File: config.mk
export PLATFORM = sky130hd
export DESIGN_NAME = lc3Datapath
export DESIGN_NICKNAME = d
export VERILOG_FILES = /design/src/logic/lc3Pkg.sv /design/src/logic/pcUnit.sv /design/src/logic/regFile.sv /design/src/logic/aluUnit.sv /design/src/logic/addrAdder.sv /design/src/logic/memBridge.sv /design/src/logic/lc3Datapath.sv
export VERILOG_INCLUDE_DIRS = /design/src /design/src/logic
export SDC_FILE = /design/constraint.sdc
export NUM_CORES = 1
export LEC_CHECK = 0
export CELL_PAD_IN_SITES_DETAIL_PLACEMENT = 2
export CELL_PAD_IN_SITES_GLOBAL_PLACEMENT = 2
export CORE_MARGIN = 1.5
export CORE_UTILIZATION = 40
export DETAILED_ROUTE_END_ITERATION = 8
export DONT_BUFFER_PORTS = 1
export PLACE_DENSITY_LB_ADDON = 0.1
export REMOVE_ABC_BUFFERS = 1
export SLEW_MARGIN = 10
export SYNTH_ARGS = -nofsm -noshare
export SYNTH_HDL_FRONTEND = slang
export SYNTH_SLANG_ARGS = --single-unit
export TNS_END_PERCENT = 20
File: constraint.sdc
create_clock -name Clk -period 5.7 [get_ports Clk]
set_input_delay 1.14 -clock Clk [delete_from_list [all_inputs] [get_ports Clk]]
set_output_delay 1.14 -clock Clk [all_outputs]
set_load 0.1 [all_outputs]
File: src/logic/lc3_config.svh
`ifndef LC3_CONFIG_SVH
`define LC3_CONFIG_SVH

// data and address words share one width
`define LC3_WIDTH 16

// general purpose registers R0 to R7
`define LC3_REGS 8

// user programs start here
`define LC3_PC_RESET 16'h3000

`endif

File: src/logic/lc3Pkg.sv
package lc3Pkg;

    // source of the next program counter value
    typedef enum logic [1:0] {
        pcIncr     = 2'b00,
        pcFromBus  = 2'b01,
        pcFromAddr = 2'b10
    } pcSelT;

    // offset added to the base in the address adder
    typedef enum logic [1:0] {
        addr2Zero  = 2'b00,
        addr2Off6  = 2'b01,
        addr2Off9  = 2'b10,
        addr2Off11 = 2'b11
    } addr2SelT;

    typedef enum logic [1:0] {
        aluAdd   = 2'b00,
        aluAnd   = 2'b01,
        aluNot   = 2'b10,
        aluPassA = 2'b11
    } aluOpT;

    // exactly one flag is set at any time
    typedef struct packed {
        logic n;
        logic z;
        logic p;
    } ccT;

endpackage

File: src/logic/pcUnit.sv
`include "lc3_config.svh"

module pcUnit
    import lc3Pkg::*;
(
    input  logic                  Clk,
    input  logic                  rstN,
    input  logic                  ldPc,
    input  pcSelT                 pcMux,
    input  logic [`LC3_WIDTH-1:0] busIn,
    input  logic [`LC3_WIDTH-1:0] addrIn,
    output logic [`LC3_WIDTH-1:0] pc
);

    logic [`LC3_WIDTH-1:0] pcPlus1;
    logic [`LC3_WIDTH-1:0] pcNext;

    assign pcPlus1 = pc + `LC3_WIDTH'(1); // wraps at the top of memory

    always_comb
    begin
        case (pcMux)
            pcFromBus:  pcNext = busIn;
            pcFromAddr: pcNext = addrIn; // branch, JSR and JMP targets
            default:    pcNext = pcPlus1;
        endcase
    end

    always_ff @(posedge Clk or negedge rstN)
    begin
        if (!rstN)
        begin
            pc <= `LC3_PC_RESET;
        end
        else if (ldPc)
        begin
            pc <= pcNext;
        end
    end

endmodule

File: src/logic/regFile.sv
`include "lc3_config.svh"

module regFile #(
    localparam int IdxW = $clog2(`LC3_REGS)
) (
    input  logic                  Clk,
    input  logic                  rstN,
    input  logic                  ldReg,
    input  logic [IdxW-1:0]       dr,
    input  logic [IdxW-1:0]       sr1,
    input  logic [IdxW-1:0]       sr2,
    input  logic [`LC3_WIDTH-1:0] busIn,
    output logic [`LC3_WIDTH-1:0] sr1Out,
    output logic [`LC3_WIDTH-1:0] sr2Out
);

    logic [`LC3_WIDTH-1:0] regs [`LC3_REGS];

    always_ff @(posedge Clk or negedge rstN)
    begin
        if (!rstN)
        begin
            for (int i = 0; i < `LC3_REGS; i++)
            begin
                regs[i] <= '0;
            end
        end
        else if (ldReg)
        begin
            regs[dr] <= busIn;
        end
    end

    // reads see the old value during a write cycle
    assign sr1Out = regs[sr1];
    assign sr2Out = regs[sr2];

endmodule

File: src/logic/aluUnit.sv
`include "lc3_config.svh"

module aluUnit
    import lc3Pkg::*;
(
    input  aluOpT                 aluK,
    input  logic [`LC3_WIDTH-1:0] a,
    input  logic [`LC3_WIDTH-1:0] b,
    input  logic [5:0]            ir,
    output logic [`LC3_WIDTH-1:0] aluOut
);

    logic [`LC3_WIDTH-1:0] imm5;
    logic [`LC3_WIDTH-1:0] opB;

    assign imm5 = {{(`LC3_WIDTH-5){ir[4]}}, ir[4:0]};

    // ir bit 5 marks the immediate form of ADD and AND
    assign opB = ir[5] ? imm5 : b;

    always_comb
    begin
        case (aluK)
            aluAdd:
            begin
                aluOut = a + opB;
            end
            aluAnd:
            begin
                aluOut = a & opB;
            end
            aluNot:
            begin
                aluOut = ~a;
            end
            default:
            begin
                aluOut = a; // pass lets a register reach the bus unchanged
            end
        endcase
    end

endmodule

File: src/logic/addrAdder.sv
`include "lc3_config.svh"

module addrAdder
    import lc3Pkg::*;
(
    input  logic                  addr1Mux,
    input  addr2SelT              addr2Mux,
    input  logic [`LC3_WIDTH-1:0] pc,
    input  logic [`LC3_WIDTH-1:0] base,
    input  logic [10:0]           ir,
    output logic [`LC3_WIDTH-1:0] addrOut
);

    logic [`LC3_WIDTH-1:0] addr1;
    logic [`LC3_WIDTH-1:0] addr2;
    logic [`LC3_WIDTH-1:0] off6;
    logic [`LC3_WIDTH-1:0] off9;
    logic [`LC3_WIDTH-1:0] off11;

    assign off6  = {{(`LC3_WIDTH-6){ir[5]}}, ir[5:0]};   // LDR and STR
    assign off9  = {{(`LC3_WIDTH-9){ir[8]}}, ir[8:0]};   // BR, LD, ST, LEA
    assign off11 = {{(`LC3_WIDTH-11){ir[10]}}, ir[10:0]}; // JSR

    // base register form is used by LDR, STR and JMP
    assign addr1 = addr1Mux ? base : pc;

    always_comb
    begin
        case (addr2Mux)
            addr2Off6:  addr2 = off6;
            addr2Off9:  addr2 = off9;
            addr2Off11: addr2 = off11;
            default:    addr2 = '0;
        endcase
    end

    assign addrOut = addr1 + addr2;

endmodule

File: src/logic/memBridge.sv
`include "lc3_config.svh"

module memBridge (
    input  logic                  Clk,
    input  logic                  rstN,
    input  logic                  ldMar,
    input  logic                  ldMdr,
    input  logic                  mioEn,
    input  logic [`LC3_WIDTH-1:0] busIn,
    input  logic [`LC3_WIDTH-1:0] memData,
    output logic [`LC3_WIDTH-1:0] mar,
    output logic [`LC3_WIDTH-1:0] mdr
);

    logic [`LC3_WIDTH-1:0] mdrIn;

    // memory read data only when the memory is enabled, else a store value from the bus
    assign mdrIn = mioEn ? memData : busIn;

    always_ff @(posedge Clk or negedge rstN)
    begin
        if (!rstN)
        begin
            mar <= '0;
            mdr <= '0;
        end
        else
        begin
            if (ldMar)
            begin
                mar <= busIn;
            end
            if (ldMdr)
            begin
                mdr <= mdrIn;
            end
        end
    end

endmodule

File: src/logic/lc3Datapath.sv
`include "lc3_config.svh"

module lc3Datapath
    import lc3Pkg::*;
#(
    localparam int IdxW = $clog2(`LC3_REGS)
) (
    input  logic                  Clk,
    input  logic                  rstN,
    input  logic                  ldMar,
    input  logic                  ldMdr,
    input  logic                  ldIr,
    input  logic                  ldBen,
    input  logic                  ldCc,
    input  logic                  ldReg,
    input  logic                  ldPc,
    input  logic                  gatePc,
    input  logic                  gateMdr,
    input  logic                  gateAlu,
    input  logic                  gateMarMux,
    input  pcSelT                 pcMux,
    input  addr2SelT              addr2Mux,
    input  aluOpT                 aluK,
    input  logic                  drMux,
    input  logic                  sr1Mux,
    input  logic                  addr1Mux,
    input  logic                  mioEn,
    input  logic [`LC3_WIDTH-1:0] memData,
    output logic [`LC3_WIDTH-1:0] mar,
    output logic [`LC3_WIDTH-1:0] mdr,
    output logic [`LC3_WIDTH-1:0] pc,
    output logic [`LC3_WIDTH-1:0] ir,
    output ccT                    nzp,
    output logic                  ben
);

    logic [`LC3_WIDTH-1:0] bus;
    logic [`LC3_WIDTH-1:0] aluOut;
    logic [`LC3_WIDTH-1:0] addrOut;
    logic [`LC3_WIDTH-1:0] sr1Out;
    logic [`LC3_WIDTH-1:0] sr2Out;
    logic [IdxW-1:0]       dr;
    logic [IdxW-1:0]       sr1;
    logic [IdxW-1:0]       sr2;
    ccT                    ccNext;

    // a single driver wins even if the control word raises several gates
    always_comb
    begin
        if (gateMdr)
            bus = mdr;
        else if (gateAlu)
            bus = aluOut;
        else if (gatePc)
            bus = pc;
        else if (gateMarMux)
            bus = addrOut; // no trap vector path, the adder is the only marMux source
        else
            bus = '0;
    end

    assign dr  = drMux ? {IdxW{1'b1}} : ir[11:9]; // JSR links through R7
    assign sr1 = sr1Mux ? ir[11:9] : ir[8:6];     // ST and STR take their source from 11:9
    assign sr2 = ir[2:0];

    assign ccNext.n = bus[`LC3_WIDTH-1];
    assign ccNext.z = (bus == '0);
    assign ccNext.p = !bus[`LC3_WIDTH-1] && (bus != '0);

    always_ff @(posedge Clk or negedge rstN)
    begin
        if (!rstN)
        begin
            ir  <= '0;
            nzp <= '{n: 1'b0, z: 1'b1, p: 1'b0};
            ben <= 1'b0;
        end
        else
        begin
            if (ldIr)
                ir <= bus;
            if (ldCc)
                nzp <= ccNext;
            if (ldBen)
                ben <= |(ir[11:9] & nzp); // branch mask against the flags held now
        end
    end

    pcUnit pcUnit_i (
        .Clk    (Clk),
        .rstN   (rstN),
        .ldPc   (ldPc),
        .pcMux  (pcMux),
        .busIn  (bus),
        .addrIn (addrOut),
        .pc     (pc)
    );

    regFile regFile_i (
        .Clk    (Clk),
        .rstN   (rstN),
        .ldReg  (ldReg),
        .dr     (dr),
        .sr1    (sr1),
        .sr2    (sr2),
        .busIn  (bus),
        .sr1Out (sr1Out),
        .sr2Out (sr2Out)
    );

    aluUnit aluUnit_i (
        .aluK   (aluK),
        .a      (sr1Out),
        .b      (sr2Out),
        .ir     (ir[5:0]),
        .aluOut (aluOut)
    );

    addrAdder addrAdder_i (
        .addr1Mux (addr1Mux),
        .addr2Mux (addr2Mux),
        .pc       (pc),
        .base     (sr1Out),
        .ir       (ir[10:0]),
        .addrOut  (addrOut)
    );

    memBridge memBridge_i (
        .Clk     (Clk),
        .rstN    (rstN),
        .ldMar   (ldMar),
        .ldMdr   (ldMdr),
        .mioEn   (mioEn),
        .busIn   (bus),
        .memData (memData),
        .mar     (mar),
        .mdr     (mdr)
    );

endmodule

# Word level (Yosys, flattened, before mapping)
# Index checks and enable logic that the tools add are counted.
word_totals:
  regBits: 196
  input_bits: 39
  output_inout_bits: 68
  wordCells: 64
classes:
  addsub: 3
  magnitude_cmp: 4
  n_eq_ne: 7
  n_mux: 21
  n_bitwise: 6
  n_reduce_logical: 7
op_table:
  columns: ["cell", "count"]
  rows:
  - ["two-way mux 16 bit", 12]
  - ["bitwise mux 128 bit", 1]
  - ["binary-select mux 16 bit (select 3 bit)", 2]
  - ["one-hot mux 16 bit (3 select lines)", 2]
  - ["demux 16 bit (select 3 bit)", 1]
  - ["adder 16 bit", 2]
  - ["one-hot mux 16 bit (2 select lines)", 1]
  - ["adder 16 x 1 -> 16 bit, second input constant", 1]
  - ["bitwise AND 16 bit", 1]
  - ["zero test 16 bit", 1]
  - ["inverter 16 bit", 1]
  - ["nonzero test 16 bit", 1]
  - ["greater-or-equal comparator 4 bit, second input constant", 3]
  - ["inverter 3 -> 4 bit", 3]
  - ["equality test 2 bit, second input constant", 4]
  - ["equality test 2 x 1 -> 1 bit, second input constant", 3]
  - ["two-way mux 3 bit", 2]
  - ["< comparator 4 x 1 -> 1 bit, second input constant", 1]
  - ["bitwise AND 3 bit", 1]
  - ["OR reduction 3 bit", 1]
  - ["logical AND 1 bit", 2]
  - ["zero test 2 bit", 1]
  - ["zero test 1 bit", 1]

# Logic depth before layout (Yosys ltp)
# Gate-level depths: netlist of the first run.
logic_depth:
  depth_word: 13
  depth_mapped: 23
  ltp_nobuf: 19

# Cells and area by module
# From an unflattened synthesis of the first run, not the netlist that was laid out.
unflattened:
  cells_unflattened: 1094
  hier_area_um2: 13261.5
modules_own_cells:
  columns: ["module", "instances", "cells_per_inst", "area_per_inst_um2", "seq_area_each_um2"]
  rows:
  - ["regFile", 1, 393, 7000.5, 3203.1]
  - ["memBridge", 1, 103, 1356.3, 800.8]
  - ["aluUnit", 1, 188, 1325.0, 0.0]
  - ["lc3Datapath", 1, 119, 1252.5, 501.7]
  - ["pcUnit", 1, 138, 1182.4, 402.9]
  - ["addrAdder", 1, 153, 1144.8, 0.0]

# Least setup slack after synthesis of the first run
# No wires, ideal clock.
synth_path:
  path_type: "input-to-reg"
  startpoint: "in sr1Mux"
  endpoint: "reg memBridge_i.mdr[14]"
  setup_time_ns: 0.126
  arrival_ns: 5.275
  t_required_ns: 5.574
  slack_ns: 0.300
  stages: 21
  path_buffers: 3
  cell_sequence: "buf_6 buf_6 mux2i_1 buf_4 mux2i_1 mux2_2 o22ai_1 mux2_2 ha_1 fa_1 a211oi_1 o21ai_0 a31oi_1 o31ai_1 a21o_1 a21oi_1 xnor2_1 and3_1 nor4_2 o21ai_1 mux2_2"
synth_via:
  elab_chain_len: 12
  word_cells_on_any_way: 16
  cone_classes: "add/sub: 2; mux: 11; bitwise: 3"
synth_rtl:
  columns: ["item", "line", "source"]
  rows:
  - ["start, declared", "lc3Datapath.sv:25", "input logic sr1Mux,"]
  - ["two-way mux 3 bit *", "lc3Datapath.sv:63", "assign sr1 = sr1Mux ? ir[11:9] : ir[8:6];"]
  - ["inverter 3 -> 4 bit (not written as such) *", "regFile.sv:35", "assign sr1Out = regs[sr1];"]
  - ["binary-select mux 16 bit (select 3 bit) *", "regFile.sv:35", null]
  - ["two-way mux 16 bit (not written as such) * (2 in a row)", "regFile.sv:35", null]
  - ["two-way mux 16 bit", "addrAdder.sv:25", "assign addr1 = addr1Mux ? base : pc;"]
  - ["adder 16 bit", "addrAdder.sv:37", "assign addrOut = addr1 + addr2;"]
  - ["two-way mux 16 bit", "lc3Datapath.sv:56", "else if (gateMarMux)"]
  - ["two-way mux 16 bit", "lc3Datapath.sv:54", "else if (gatePc)"]
  - ["two-way mux 16 bit *", "lc3Datapath.sv:52", "else if (gateAlu)"]
  - ["two-way mux 16 bit *", "lc3Datapath.sv:50", "if (gateMdr)"]
  - ["two-way mux 16 bit *", "memBridge.sv:18", "assign mdrIn = mioEn ? memData : busIn;"]
  - ["end signal, assigned", "memBridge.sv:35", "mdr <= mdrIn;"]
  - ["end, declared", "memBridge.sv:12", "output logic [`LC3_WIDTH-1:0] mdr"]
# Every way passes the cells marked *; elsewhere a longest branch is shown, timed or not. The select of a mux whose other input is x is not followed.
# A chain may end at the register's enable or synchronous reset.

# Final worst setup path of the first run
layout_path:
  startpoint: "reg ir[10]"
  endpoint: "reg nzp[1] (netlist name)"
layout_via:
  elab_chain_len: 12
  word_cells_on_any_way: 17
  cone_classes: "add/sub: 2; mux: 11; bitwise: 3; reduce/logical: 1"
layout_rtl:
  columns: ["item", "line", "source"]
  rows:
  - ["start, declared", "lc3Datapath.sv:32", "output logic [`LC3_WIDTH-1:0] ir,"]
  - ["start signal, assigned", "lc3Datapath.sv:81", "ir <= bus;"]
  - ["two-way mux 3 bit", "lc3Datapath.sv:63", null]
  - ["inverter 3 -> 4 bit (not written as such)", "regFile.sv:35", null]
  - ["binary-select mux 16 bit (select 3 bit)", "regFile.sv:35", null]
  - ["two-way mux 16 bit (not written as such) (2 in a row)", "regFile.sv:35", null]
  - ["two-way mux 16 bit", "addrAdder.sv:25", null]
  - ["adder 16 bit", "addrAdder.sv:37", null]
  - ["two-way mux 16 bit", "lc3Datapath.sv:56", null]
  - ["two-way mux 16 bit", "lc3Datapath.sv:54", null]
  - ["two-way mux 16 bit *", "lc3Datapath.sv:52", null]
  - ["two-way mux 16 bit *", "lc3Datapath.sv:50", null]
  - ["zero test 16 bit *", "lc3Datapath.sv:67", "assign ccNext.z = (bus == '0);"]
  - ["end signal, assigned", "lc3Datapath.sv:75", "nzp <= '{n: 1'b0, z: 1'b1, p: 1'b0};"]
  - ["end signal, assigned", "lc3Datapath.sv:83", "nzp <= ccNext;"]
  - ["end, declared", "lc3Datapath.sv:33", "output ccT nzp,"]
# Marks and branches as above.

==> results of run 1 <==
-- layout make-up --
| type | instances | area share |
|---|---|---|
| clock buffer | 18 | 0.0290 |
| sequential | 196 | 0.333 |
| multi-input combinational | 1184 | 0.535 |
| timing repair buffer | 84 | 0.0446 |
| clock inverter | 14 | 0.0110 |
| tap | 442 | 0.0374 |
| inverter | 39 | 0.00991 |
-- report_power, final --
part           leakage [nW]  switching (W)  total (W)  internal (W)
sequential             2.42        0.00137    0.00331       0.00193
clock                 0.286       0.000645    0.00127      0.000627
combinational          3.81        0.00334    0.00553       0.00220
total                  6.52        0.00535     0.0101       0.00476
-- through the flow --
stage | hold slack (ns) | power (W) | utilization | TNS (ns)
global placement | 0.484 | 0.00853 | 0.432 | -0.197
finish | 0.373 | 0.0101 | 0.451 | 0
detailed placement | 0.493 | 0.00878 | 0.432 | -0.319
global route | 0.344 | 0.0107 | 0.451 | 0
CTS | 0.350 | 0.0101 | 0.450 | 0
floorplan | 0.455 | 0.00690 | - | -310.83
-- cells in the mapped netlist (6+ instances only) --
cell,number,area share
nand2_1,265,0.074
dfrtp_1,193,0.36
o21ai_0,121,0.045
a21oi_1,112,0.042
nor2_1,112,0.031
clkbuf_1,83,0.023
mux2i_1,66,0.049
mux2_2,56,0.047
inv_1,36,0.010
a211oi_1,33,0.018
ha_1,33,0.031
nor2b_1,32,0.015
o21ai_1,32,0.012
mux4_2,31,0.052
nand3_1,26,0.0097
xnor2_1,21,0.014
a21o_1,17,0.0095
a221oi_1,16,0.010
nor3_1,15,0.0056
nand2b_1,14,0.0065
a31oi_1,13,0.0061
and2_1,13,0.0061
o211ai_1,13,0.0073
a22oi_1,10,0.0056
and3_1,10,0.0047
buf_1,10,0.0028
o31ai_1,9,0.0050
xor2_1,9,0.0059
buf_2,7,0.0026
nor4_1,6,0.0028
o31a_1,6,0.0039
-- state kept, by name, summed over array words and instances, names as in the netlist --
name / cells
regFile_i.regs: 128
ir: 16
memBridge_i.mar: 16
ben: 1
memBridge_i.mdr: 16
nzp: 3
pcUnit_i.pc: 16
-- how the worst max path moves through the flow --
stage                       startpoint                         endpoint  slack (ns)  cells past startpoint
global placement                sr1Mux               nzp[1]$_DFFE_PN1P_       -0.12                     19
global route        ir[10]$_DFFE_PN0P_               nzp[1]$_DFFE_PN1P_        0.02                     19
floorplan                       sr1Mux  memBridge_i.mdr[14]$_DFFE_PN0P_       -2.42                     18
CTS                 ir[10]$_DFFE_PN0P_               nzp[1]$_DFFE_PN1P_        0.18                     19
detailed placement              sr1Mux               nzp[1]$_DFFE_PN1P_       -0.18                     19
finish              ir[10]$_DFFE_PN0P_               nzp[1]$_DFFE_PN1P_        0.32                     19
-- kinds of logic after synthesis --
group | after synthesis | share of synthesized area
fa+ha+maj | 35 | 0.0338
buf+inv | 148 | 0.0458
compound gates | 442 | 0.209
xor+xnor | 30 | 0.0196
flops | 196 | 0.367
simple gates | 521 | 0.173
mux | 156 | 0.152
-- metal layers --
metal,global-route usage,part of all wire,vias up
li1,-,-,5478
met1,0.414,0.45,6470
met2,0.537,0.49,241
met3,0.0360,0.034,63
met4,0.101,0.022,0
met5,0,0,-
-- timing repair --
| item | 4_1_cts | 5_1_grt |
|---|---|---|
| buffers inserted | 0 | 0 |
| gates resized for setup | 0 | 2 |
| endpoints found under the hold margin | 0 | 0 |
| setup endpoints to repair | 0 | 2 |
==> impl_metrics.env, run 1 <==
export IMPL_status="completed"
export IMPL_die_area_um2=34600
export IMPL_netlist_area_um2=13400
export IMPL_multiInputGateArea_um2=7910
export IMPL_hpwl_mm=37.5
export IMPL_worstPathRequired_ns=6.11
export IMPL_stdcell_count=1977
export IMPL_cts_buffers=17
export IMPL_antenna_found_initial=0
export IMPL_postCtsHoldBufs=0
export IMPL_drive_gt1_frac=0.160
export IMPL_fin_skew_ns=0.0142
export IMPL_rsz0062_at_grt="false"
export IMPL_dp_worst_setup_slack_ns=-0.179
export IMPL_synth_cell_types=87
export IMPL_crit_top_cell="o21ai_0"
export IMPL_ys_ff_latch=196
export IMPL_ys_flop_type="dfrtp_1"
export IMPL_worstPathCellList="buf_6 > a21boi_0 > mux2i_1 > a31oi_1 > o21ai_0 > and2_1 > mux2_2 > ha_1 > nor4_1 > o21ai_0 > a31o_2 > a21oi_1 > xnor2_1 > a221o_1 > o22ai_1 > nand3_1 > nor4_2 > and4_4 > a32o_1"
export IMPL_fin_area_um2=14800
export IMPL_critPathKind="reg -> reg"
export IMPL_start_util=0.408
export IMPL_dieHeight_um=186
export IMPL_relSlewSlack=0.150
export IMPL_critPathArrivalTime_ns=5.80
export IMPL_cp_slowest_cell="dfrtp_2"
export IMPL_core_area_um2=32800
export IMPL_dr_pass1_iters=5
export IMPL_synthCells=1528
export IMPL_drt_wl_total_mm=52.4
export IMPL_gr_total_overflow=0
export IMPL_htreeDepth=4
export IMPL_finalNetCount=1596
export IMPL_first_global_vias=13100
export IMPL_grt_max_degree=197
export IMPL_place_inst=1945
export IMPL_drt_vias_per_instance=6.20
export IMPL_clock_sinks=196
export IMPL_critPathLaunchType="flop"
export IMPL_hold_path_class="in -> async"
export IMPL_yosysSeqAreaShare=0.367
export IMPL_synth_async_reset_ratio=1.00
export IMPL_timing_rr_start="ir[10]$_DFFE_PN0P_"
export IMPL_max_cap_violations=0
export IMPL_synthToLayoutAreaGrowth_pct=10.3
export IMPL_tightest_slew_ns=1.27
export IMPL_critPathMaxStageDelay_ns=0.56
export IMPL_finalSetupViolCount=0
export IMPL_drcViolationCount=0
export IMPL_yosysWarnings=0
export IMPL_synth_edf_count=0
export IMPL_peakVddDrop_uv=305
export IMPL_die_w_um=186
export IMPL_postSynthAreaPerCell_um2=8.76
export IMPL_crit_buf_inv=1
export IMPL_fin_crit_sh=0.944
export IMPL_worstPathMaxFanout=13
export IMPL_grt_total_usage=0.314
export IMPL_r2r_setup_slack_ns=0.32
export IMPL_gp_congestion=0.890
export IMPL_fmax_ghz=0.186
export IMPL_drt_wirelength_per_cell_um=26.5
export IMPL_worstSetupEndpointType="flop"
export IMPL_clk_latency_ns=0.47
export IMPL_final_critical_path_setup_slack_ns=0.317
export IMPL_r2r_end="nzp[1]$_DFFE_PN1P_"
export IMPL_io_pins=107
export IMPL_p_per_area_nw_per_um2=684
export IMPL_drv_slew=0
export IMPL_num_antenna_cells=0
export IMPL_vias=12300
export IMPL_cts_root_buffer="clkbuf_16"
export IMPL_min_period_ns=5.38
export IMPL_drt_initial_drc_count=849
export IMPL_hold_viol=0
export IMPL_cts_clk_slew_worst_paths_ns=0.09
export IMPL_core_rowCount=66
export IMPL_rr_worst_depth=19
export IMPL_io_buffers=0
export IMPL_place_area_um2=14200
export IMPL_mostFrequentLayoutCells="nand2_1 (265), dfrtp_1 (187), o21ai_0 (121)"
export IMPL_final_common_cell="nand2_1"
export IMPL_p_leak_nw=6.52
export IMPL_ant_nets=0
export IMPL_num_fill_cells=3635
export IMPL_cts_buffer_depth=2
export IMPL_cpLargestDelayFamily="compound AO/OA/AOI/OAI gates"
export IMPL_cts_tree="yes"
export IMPL_ff_latch_area_um2=4920
export IMPL_grt_pass1_wl_mm=80.5
Note: power is estimated with default switching activity, not from simulation.
==> run 2: changes to the inputs <==
RECOVER_POWER = 100   (was not set)
==> run 2 against run 1 <==
Compared with the run above:
- largest cell class unchanged
- critical path depth is 5 lower
- total power is 0.90% lower
- largest power group unchanged
- critical path type unchanged
- critical endpoint is now regFile_i.regs[103]$_DFFE_PN0P_
- clock power hardly changed
- clock-buffer cell count stayed put
- cell count stayed put
- the run now ends with max-capacitance violations, max-slew violations left
- worst setup slack worse by 0.046 ns
==> impl_metrics.env, run 2 (synthesis results as in run 1) <==
export IMPL_status="finished with violations"
export IMPL_failed_checks="max-capacitance violations, max-slew violations"
export IMPL_worstPathCellList="mux4_2 > o21ai_0 > nand2_1 > ha_1 > a21oi_1 > nor2b_1 > o21a_1 > or2_2 > o211ai_1 > a21boi_0 > o21ai_0 > and2_0 > clkbuf_1 > mux2_2"
export IMPL_grt_total_usage=0.314
export IMPL_finalNetCount=1596
export IMPL_gp_congestion=0.890
export IMPL_gr_total_overflow=0
export IMPL_final_common_cell="nand2_1"
export IMPL_cts_clk_slew_worst_paths_ns=0.08
export IMPL_io_pins=107
export IMPL_cts_buffers=17
export IMPL_timing_rr_start="ir[1]$_DFFE_PN0P_"
export IMPL_max_cap_violations=1
export IMPL_drv_slew=8
export IMPL_start_util=0.408
export IMPL_drive_gt1_frac=0.133
export IMPL_cpLargestDelayFamily="compound AO/OA/AOI/OAI gates"
export IMPL_worstPathRequired_ns=6.10
export IMPL_htreeDepth=4
export IMPL_crit_buf_inv=1
export IMPL_dieHeight_um=186
export IMPL_relSlewSlack=-0.0142
export IMPL_dr_pass1_iters=5
export IMPL_place_inst=1945
export IMPL_r2r_setup_slack_ns=0.27
export IMPL_die_area_um2=34600
export IMPL_fin_skew_ns=0.0154
export IMPL_finalSetupViolCount=0
export IMPL_hold_viol=0
export IMPL_drt_wirelength_per_cell_um=26.5
export IMPL_clock_sinks=196
export IMPL_drt_wl_total_mm=52.5
export IMPL_rr_worst_depth=14
export IMPL_drt_vias_per_instance=6.19
export IMPL_ant_nets=0
export IMPL_grt_max_degree=197
export IMPL_peakVddDrop_uv=305
export IMPL_fin_crit_sh=0.952
export IMPL_critPathArrivalTime_ns=5.83
export IMPL_top_register="regFile_i.regs"
export IMPL_p_per_area_nw_per_um2=684
export IMPL_multiInputGateArea_um2=7890
export IMPL_worstSetupEndpointType="flop"
export IMPL_hold_path_class="in -> async"
export IMPL_crit_top_cell="o21ai_0"
export IMPL_die_w_um=186
export IMPL_fin_area_um2=14600
export IMPL_mostFrequentLayoutCells="nand2_1 (266), dfrtp_1 (190), o21ai_0 (146)"
export IMPL_grt_pass1_wl_mm=80.5
export IMPL_drcViolationCount=0
export IMPL_clk_latency_ns=0.47
export IMPL_stdcell_count=1977
export IMPL_worstPathMaxFanout=24
export IMPL_critPathKind="reg -> reg"
export IMPL_drt_initial_drc_count=838
export IMPL_io_buffers=0
export IMPL_tightest_slew_ns=1.52
export IMPL_core_area_um2=32800
export IMPL_num_fill_cells=3668
export IMPL_final_critical_path_setup_slack_ns=0.271
export IMPL_vias=12200
export IMPL_dp_worst_setup_slack_ns=-0.179
export IMPL_cts_buffer_depth=2
export IMPL_antenna_found_initial=0
export IMPL_ff_latch_area_um2=4910
export IMPL_cts_root_buffer="clkbuf_16"
export IMPL_min_period_ns=5.43
export IMPL_rsz0062_at_grt="false"
export IMPL_cts_tree="yes"
export IMPL_cp_slowest_cell="dfrtp_1"
export IMPL_p_leak_nw=6.41
export IMPL_synthToLayoutAreaGrowth_pct=9.32
export IMPL_fmax_ghz=0.184
export IMPL_first_global_vias=13100
export IMPL_largest_register_ffs=128
export IMPL_place_area_um2=14200
export IMPL_core_rowCount=66
export IMPL_critPathLaunchType="flop"
export IMPL_hpwl_mm=37.5
export IMPL_num_antenna_cells=0
export IMPL_critPathMaxStageDelay_ns=1.28
export IMPL_postCtsHoldBufs=0
export IMPL_r2r_end="regFile_i.regs[103]$_DFFE_PN0P_"
[run 2: per-layer routing]
| layer | vias up | share of wire | GRT usage |
|---|---|---|---|
| met5 | - | 0 | 0 |
| met2 | 241 | 0.49 | 0.537 |
| met4 | 0 | 0.020 | 0.101 |
| met3 | 55 | 0.031 | 0.0360 |
| met1 | 6467 | 0.45 | 0.414 |
| li1 | 5484 | - | - |
[run 2: power breakdown]
part | switching, W | internal, W | leakage (nW)
combinational | 0.00333 | 0.00212 | 3.70
clock | 0.000648 | 0.000627 | 0.286
sequential | 0.00137 | 0.00193 | 2.42
[run 2: metrics by stage]
step           setup TNS, ns  total power, W  utilization  hold slack, ns
3_3_place_gp          -0.197         0.00853        0.432           0.484
5_1_grt                    0          0.0106        0.447           0.344
2_1_floorplan        -310.83         0.00690            -           0.455
4_1_cts                    0          0.0101        0.450           0.350
3_5_place_dp          -0.319         0.00878        0.432           0.493
6_report                   0          0.0100        0.447           0.369
[run 2: worst max-delay path by stage]
| stage | start | endpoint | cells past startpoint |
|---|---|---|---|
| 3_3_place_gp | sr1Mux | nzp[1]$_DFFE_PN1P_ | 19 |
| 6_report | ir[1]$_DFFE_PN0P_ | regFile_i.regs[103]$_DFFE_PN0P_ | 14 |
| 4_1_cts | ir[10]$_DFFE_PN0P_ | nzp[1]$_DFFE_PN1P_ | 19 |
| 2_1_floorplan | sr1Mux | memBridge_i.mdr[14]$_DFFE_PN0P_ | 18 |
| 3_5_place_dp | sr1Mux | nzp[1]$_DFFE_PN1P_ | 19 |
| 5_1_grt | ir[10]$_DFFE_PN0P_ | nzp[1]$_DFFE_PN1P_ | 19 |
[run 2: final cells by class]
type | instances | share of cell area
Inverter | 39 | 0.0100
Multi-Input combinational cell | 1184 | 0.539
Timing Repair Buffer | 84 | 0.0374
Sequential cell | 196 | 0.336
Clock buffer | 18 | 0.0293
Tap cell | 442 | 0.0378
Clock inverter | 14 | 0.0111
[run 2: timing repair]
action | 4_1_cts | 5_1_grt
setup buffers | 0 | 0
resized for setup | 0 | 2
setup endpoints to repair | 0 | 2
==> run 3: changes to the inputs <==
CORE_MARGIN = not set   (was 1.5)
GPL_ROUTABILITY_DRIVEN = 0   (was not set)
==> run 3 against run 2 <==
Compared with the run above:
- the run still ends with max-capacitance violations, max-slew violations left
- clock skew decreased by 0.0011 ns
- critical path type is now in -> reg
- routed wire length increased by 0.82%
- via count increased by 1.0%
- critical path depth increased by 5
- final area decreased by 0.60%
- sequential cell count unchanged
- worst hold slack improved by 0.0086 ns
- global-route usage increased by 0.36 points
- sequential power about the same
- non-clock buffer count decreased by 5
==> impl_metrics.env, run 3 (synthesis results as in run 1) <==
export IMPL_hpwl_mm=38.4
export IMPL_timing_rr_start="ir[6]$_DFFE_PN0P_"
export IMPL_cts_buffers=17
export IMPL_postCtsHoldBufs=0
export IMPL_io_pins=107
export IMPL_fin_area_um2=14600
export IMPL_start_util=0.410
export IMPL_core_area_um2=32700
export IMPL_fin_skew_ns=0.0143
export IMPL_ctsResizeCount=0
export IMPL_switching_power_w=0.00535
export IMPL_min_period_ns=5.44
export IMPL_grt_max_degree=197
export IMPL_die_area_um2=34200
export IMPL_peakVddDrop_uv=356
export IMPL_dr_pass1_iters=5
export IMPL_dieHeight_um=185
export IMPL_cts_buffer_depth=2
export IMPL_stdcell_count=1972
export IMPL_startpoint="sr1Mux"
export IMPL_place_area_um2=14100
export IMPL_tightest_slew_ns=1.56
export IMPL_critPathArrivalTime_ns=5.84
export IMPL_finalNetCount=1591
export IMPL_critPathMaxStageDelay_ns=0.53
export IMPL_gr_total_overflow=0
export IMPL_max_cap_violations=4
export IMPL_final_critical_path_setup_slack_ns=0.265
export IMPL_postCtsSetupBuffers=0
export IMPL_vias=12400
export IMPL_io_buffers=0
export IMPL_fin_crit_sh=0.954
export IMPL_drv_slew=23
export IMPL_drt_initial_drc_count=669
export IMPL_core_rowCount=66
export IMPL_worstPathMaxFanout=27
export IMPL_cts_clk_slew_worst_paths_ns=0.08
export IMPL_fmax_ghz=0.184
export IMPL_drcViolationCount=0
export IMPL_p_leak_nw=6.35
export IMPL_drive_gt1_frac=0.128
export IMPL_status="finished with violations"
export IMPL_largest_register_ffs=128
export IMPL_worstPathCellList="mux2_4 > buf_4 > nand2_1 > o21ai_0 > a211o_1 > and2_0 > mux2_2 > ha_1 > nor4_1 > o21ai_0 > a31o_2 > a21oi_1 > xnor2_1 > a221o_1 > o22ai_1 > nand3_1 > nor4_1 > and4_4 > a32o_1"
export IMPL_switching_share=0.536
export IMPL_top_register="regFile_i.regs"
export IMPL_mostFrequentLayoutCells="nand2_1 (264), dfrtp_1 (190), o21ai_0 (143)"
export IMPL_die_w_um=185
export IMPL_ant_nets=0
export IMPL_hold_worst_slack_ns=0.378
export IMPL_final_common_cell="nand2_1"
export IMPL_critPathKind="in -> reg"
export IMPL_num_antenna_cells=0
export IMPL_hold_viol=0
export IMPL_cts_tree="yes"
export IMPL_critPathLaunchType="input pin"
export IMPL_final_setup_tns_ns=0
export IMPL_hold_path_class="in -> async"
export IMPL_htreeDepth=4
export IMPL_failed_checks="max-capacitance violations, max-slew violations"
export IMPL_first_global_vias=13200
export IMPL_grt_pass1_wl_mm=80.5
export IMPL_drt_wl_total_mm=52.9
export IMPL_place_inst=1940
export IMPL_rsz0062_at_grt="false"
export IMPL_clk_latency_ns=0.46
export IMPL_cts_root_buffer="clkbuf_16"
export IMPL_cp_slowest_cell="nor4_1"
export IMPL_pwr_share_clk=0.125
export IMPL_p_seq_frac=0.334
export IMPL_antenna_found_initial=1
export IMPL_num_fill_cells=3675
export IMPL_multiInputGateArea_um2=7880
export IMPL_worstSetupEndpointType="flop"
export IMPL_relSlewSlack=-0.0373
export IMPL_drt_vias_per_instance=6.27
export IMPL_combPwrFrac=0.541
export IMPL_p_per_area_nw_per_um2=685
export IMPL_dp_worst_setup_slack_ns=0.0373
export IMPL_grt_total_usage=0.318
export IMPL_clock_sinks=196
export IMPL_drt_wirelength_per_cell_um=26.8
export IMPL_ff_latch_area_um2=4910
export IMPL_p_int_w=0.00463
export IMPL_finalSetupViolCount=0
export IMPL_synthToLayoutAreaGrowth_pct=8.67
export IMPL_worstPathRequired_ns=6.11
[run 3: worst paths after layout]
kind / to / slack [ns] / depth (start not counted)
worst max-delay path: nzp[1]$_DFFE_PN1P_ / 0.26 / 19
worst min-delay path: regFile_i.regs[118]$_DFFE_PN0P_ / 0.38 / 0
worst max register to register: nzp[1]$_DFFE_PN1P_ / 0.30 / 19
worst min register to register: regFile_i.regs[71]$_DFFE_PN0P_ / 0.52 / 2
max in group asynchronous: ir[9]$_DFFE_PN0P_ / 4.56 / 0
min in group Clk: regFile_i.regs[71]$_DFFE_PN0P_ / 0.52 / 2
[run 3: per-layer routing]
metal  part of all wire  vias up  track usage
li1                   -     5476            -
met1               0.45     6560        0.422
met2               0.48      263        0.528
met3              0.039       70       0.0480
met4              0.029        2        0.105
met5            0.00023        -            0
[run 3: worst max-delay path, delay by kind of cell]
family / cells / cell delay [ns]
buffers and inverters: 1 / 0.24
XOR/XNOR: 1 / 0.11
adder cells (fa/ha/maj): 1 / 0.24
AND/OR/NAND/NOR: 6 / 1.68
AO/OA/AOI/OAI: 8 / 1.79
multiplexers: 2 / 0.62
[run 3: stage by stage]
stage | utilization | total power [W]
3_3_place_gp | 0.432 | 0.00849
2_1_floorplan | - | 0.00690
6_report | 0.445 | 0.00997
4_1_cts | 0.450 | 0.0101
5_1_grt | 0.445 | 0.0106
3_5_place_dp | 0.432 | 0.00876
[run 3: cell type report]
| type | instances | share of cell area |
|---|---|---|
| multi-input cells | 1184 | 0.541 |
| repair buffers | 79 | 0.0328 |
| well taps | 442 | 0.0380 |
| clock inverters | 14 | 0.00997 |
| flip-flops and latches | 196 | 0.338 |
| inverters | 39 | 0.0101 |
| clock buffers | 18 | 0.0302 |
[run 3: power by group through the flow]
stage               sequential (W)  combinational, W  clock (W)
floorplan                  0.00350           0.00340          0
global placement           0.00331           0.00518          0
detailed placement         0.00335           0.00541          0
CTS                        0.00333           0.00547    0.00127
global route               0.00341           0.00582    0.00132
finish                     0.00333           0.00539    0.00125
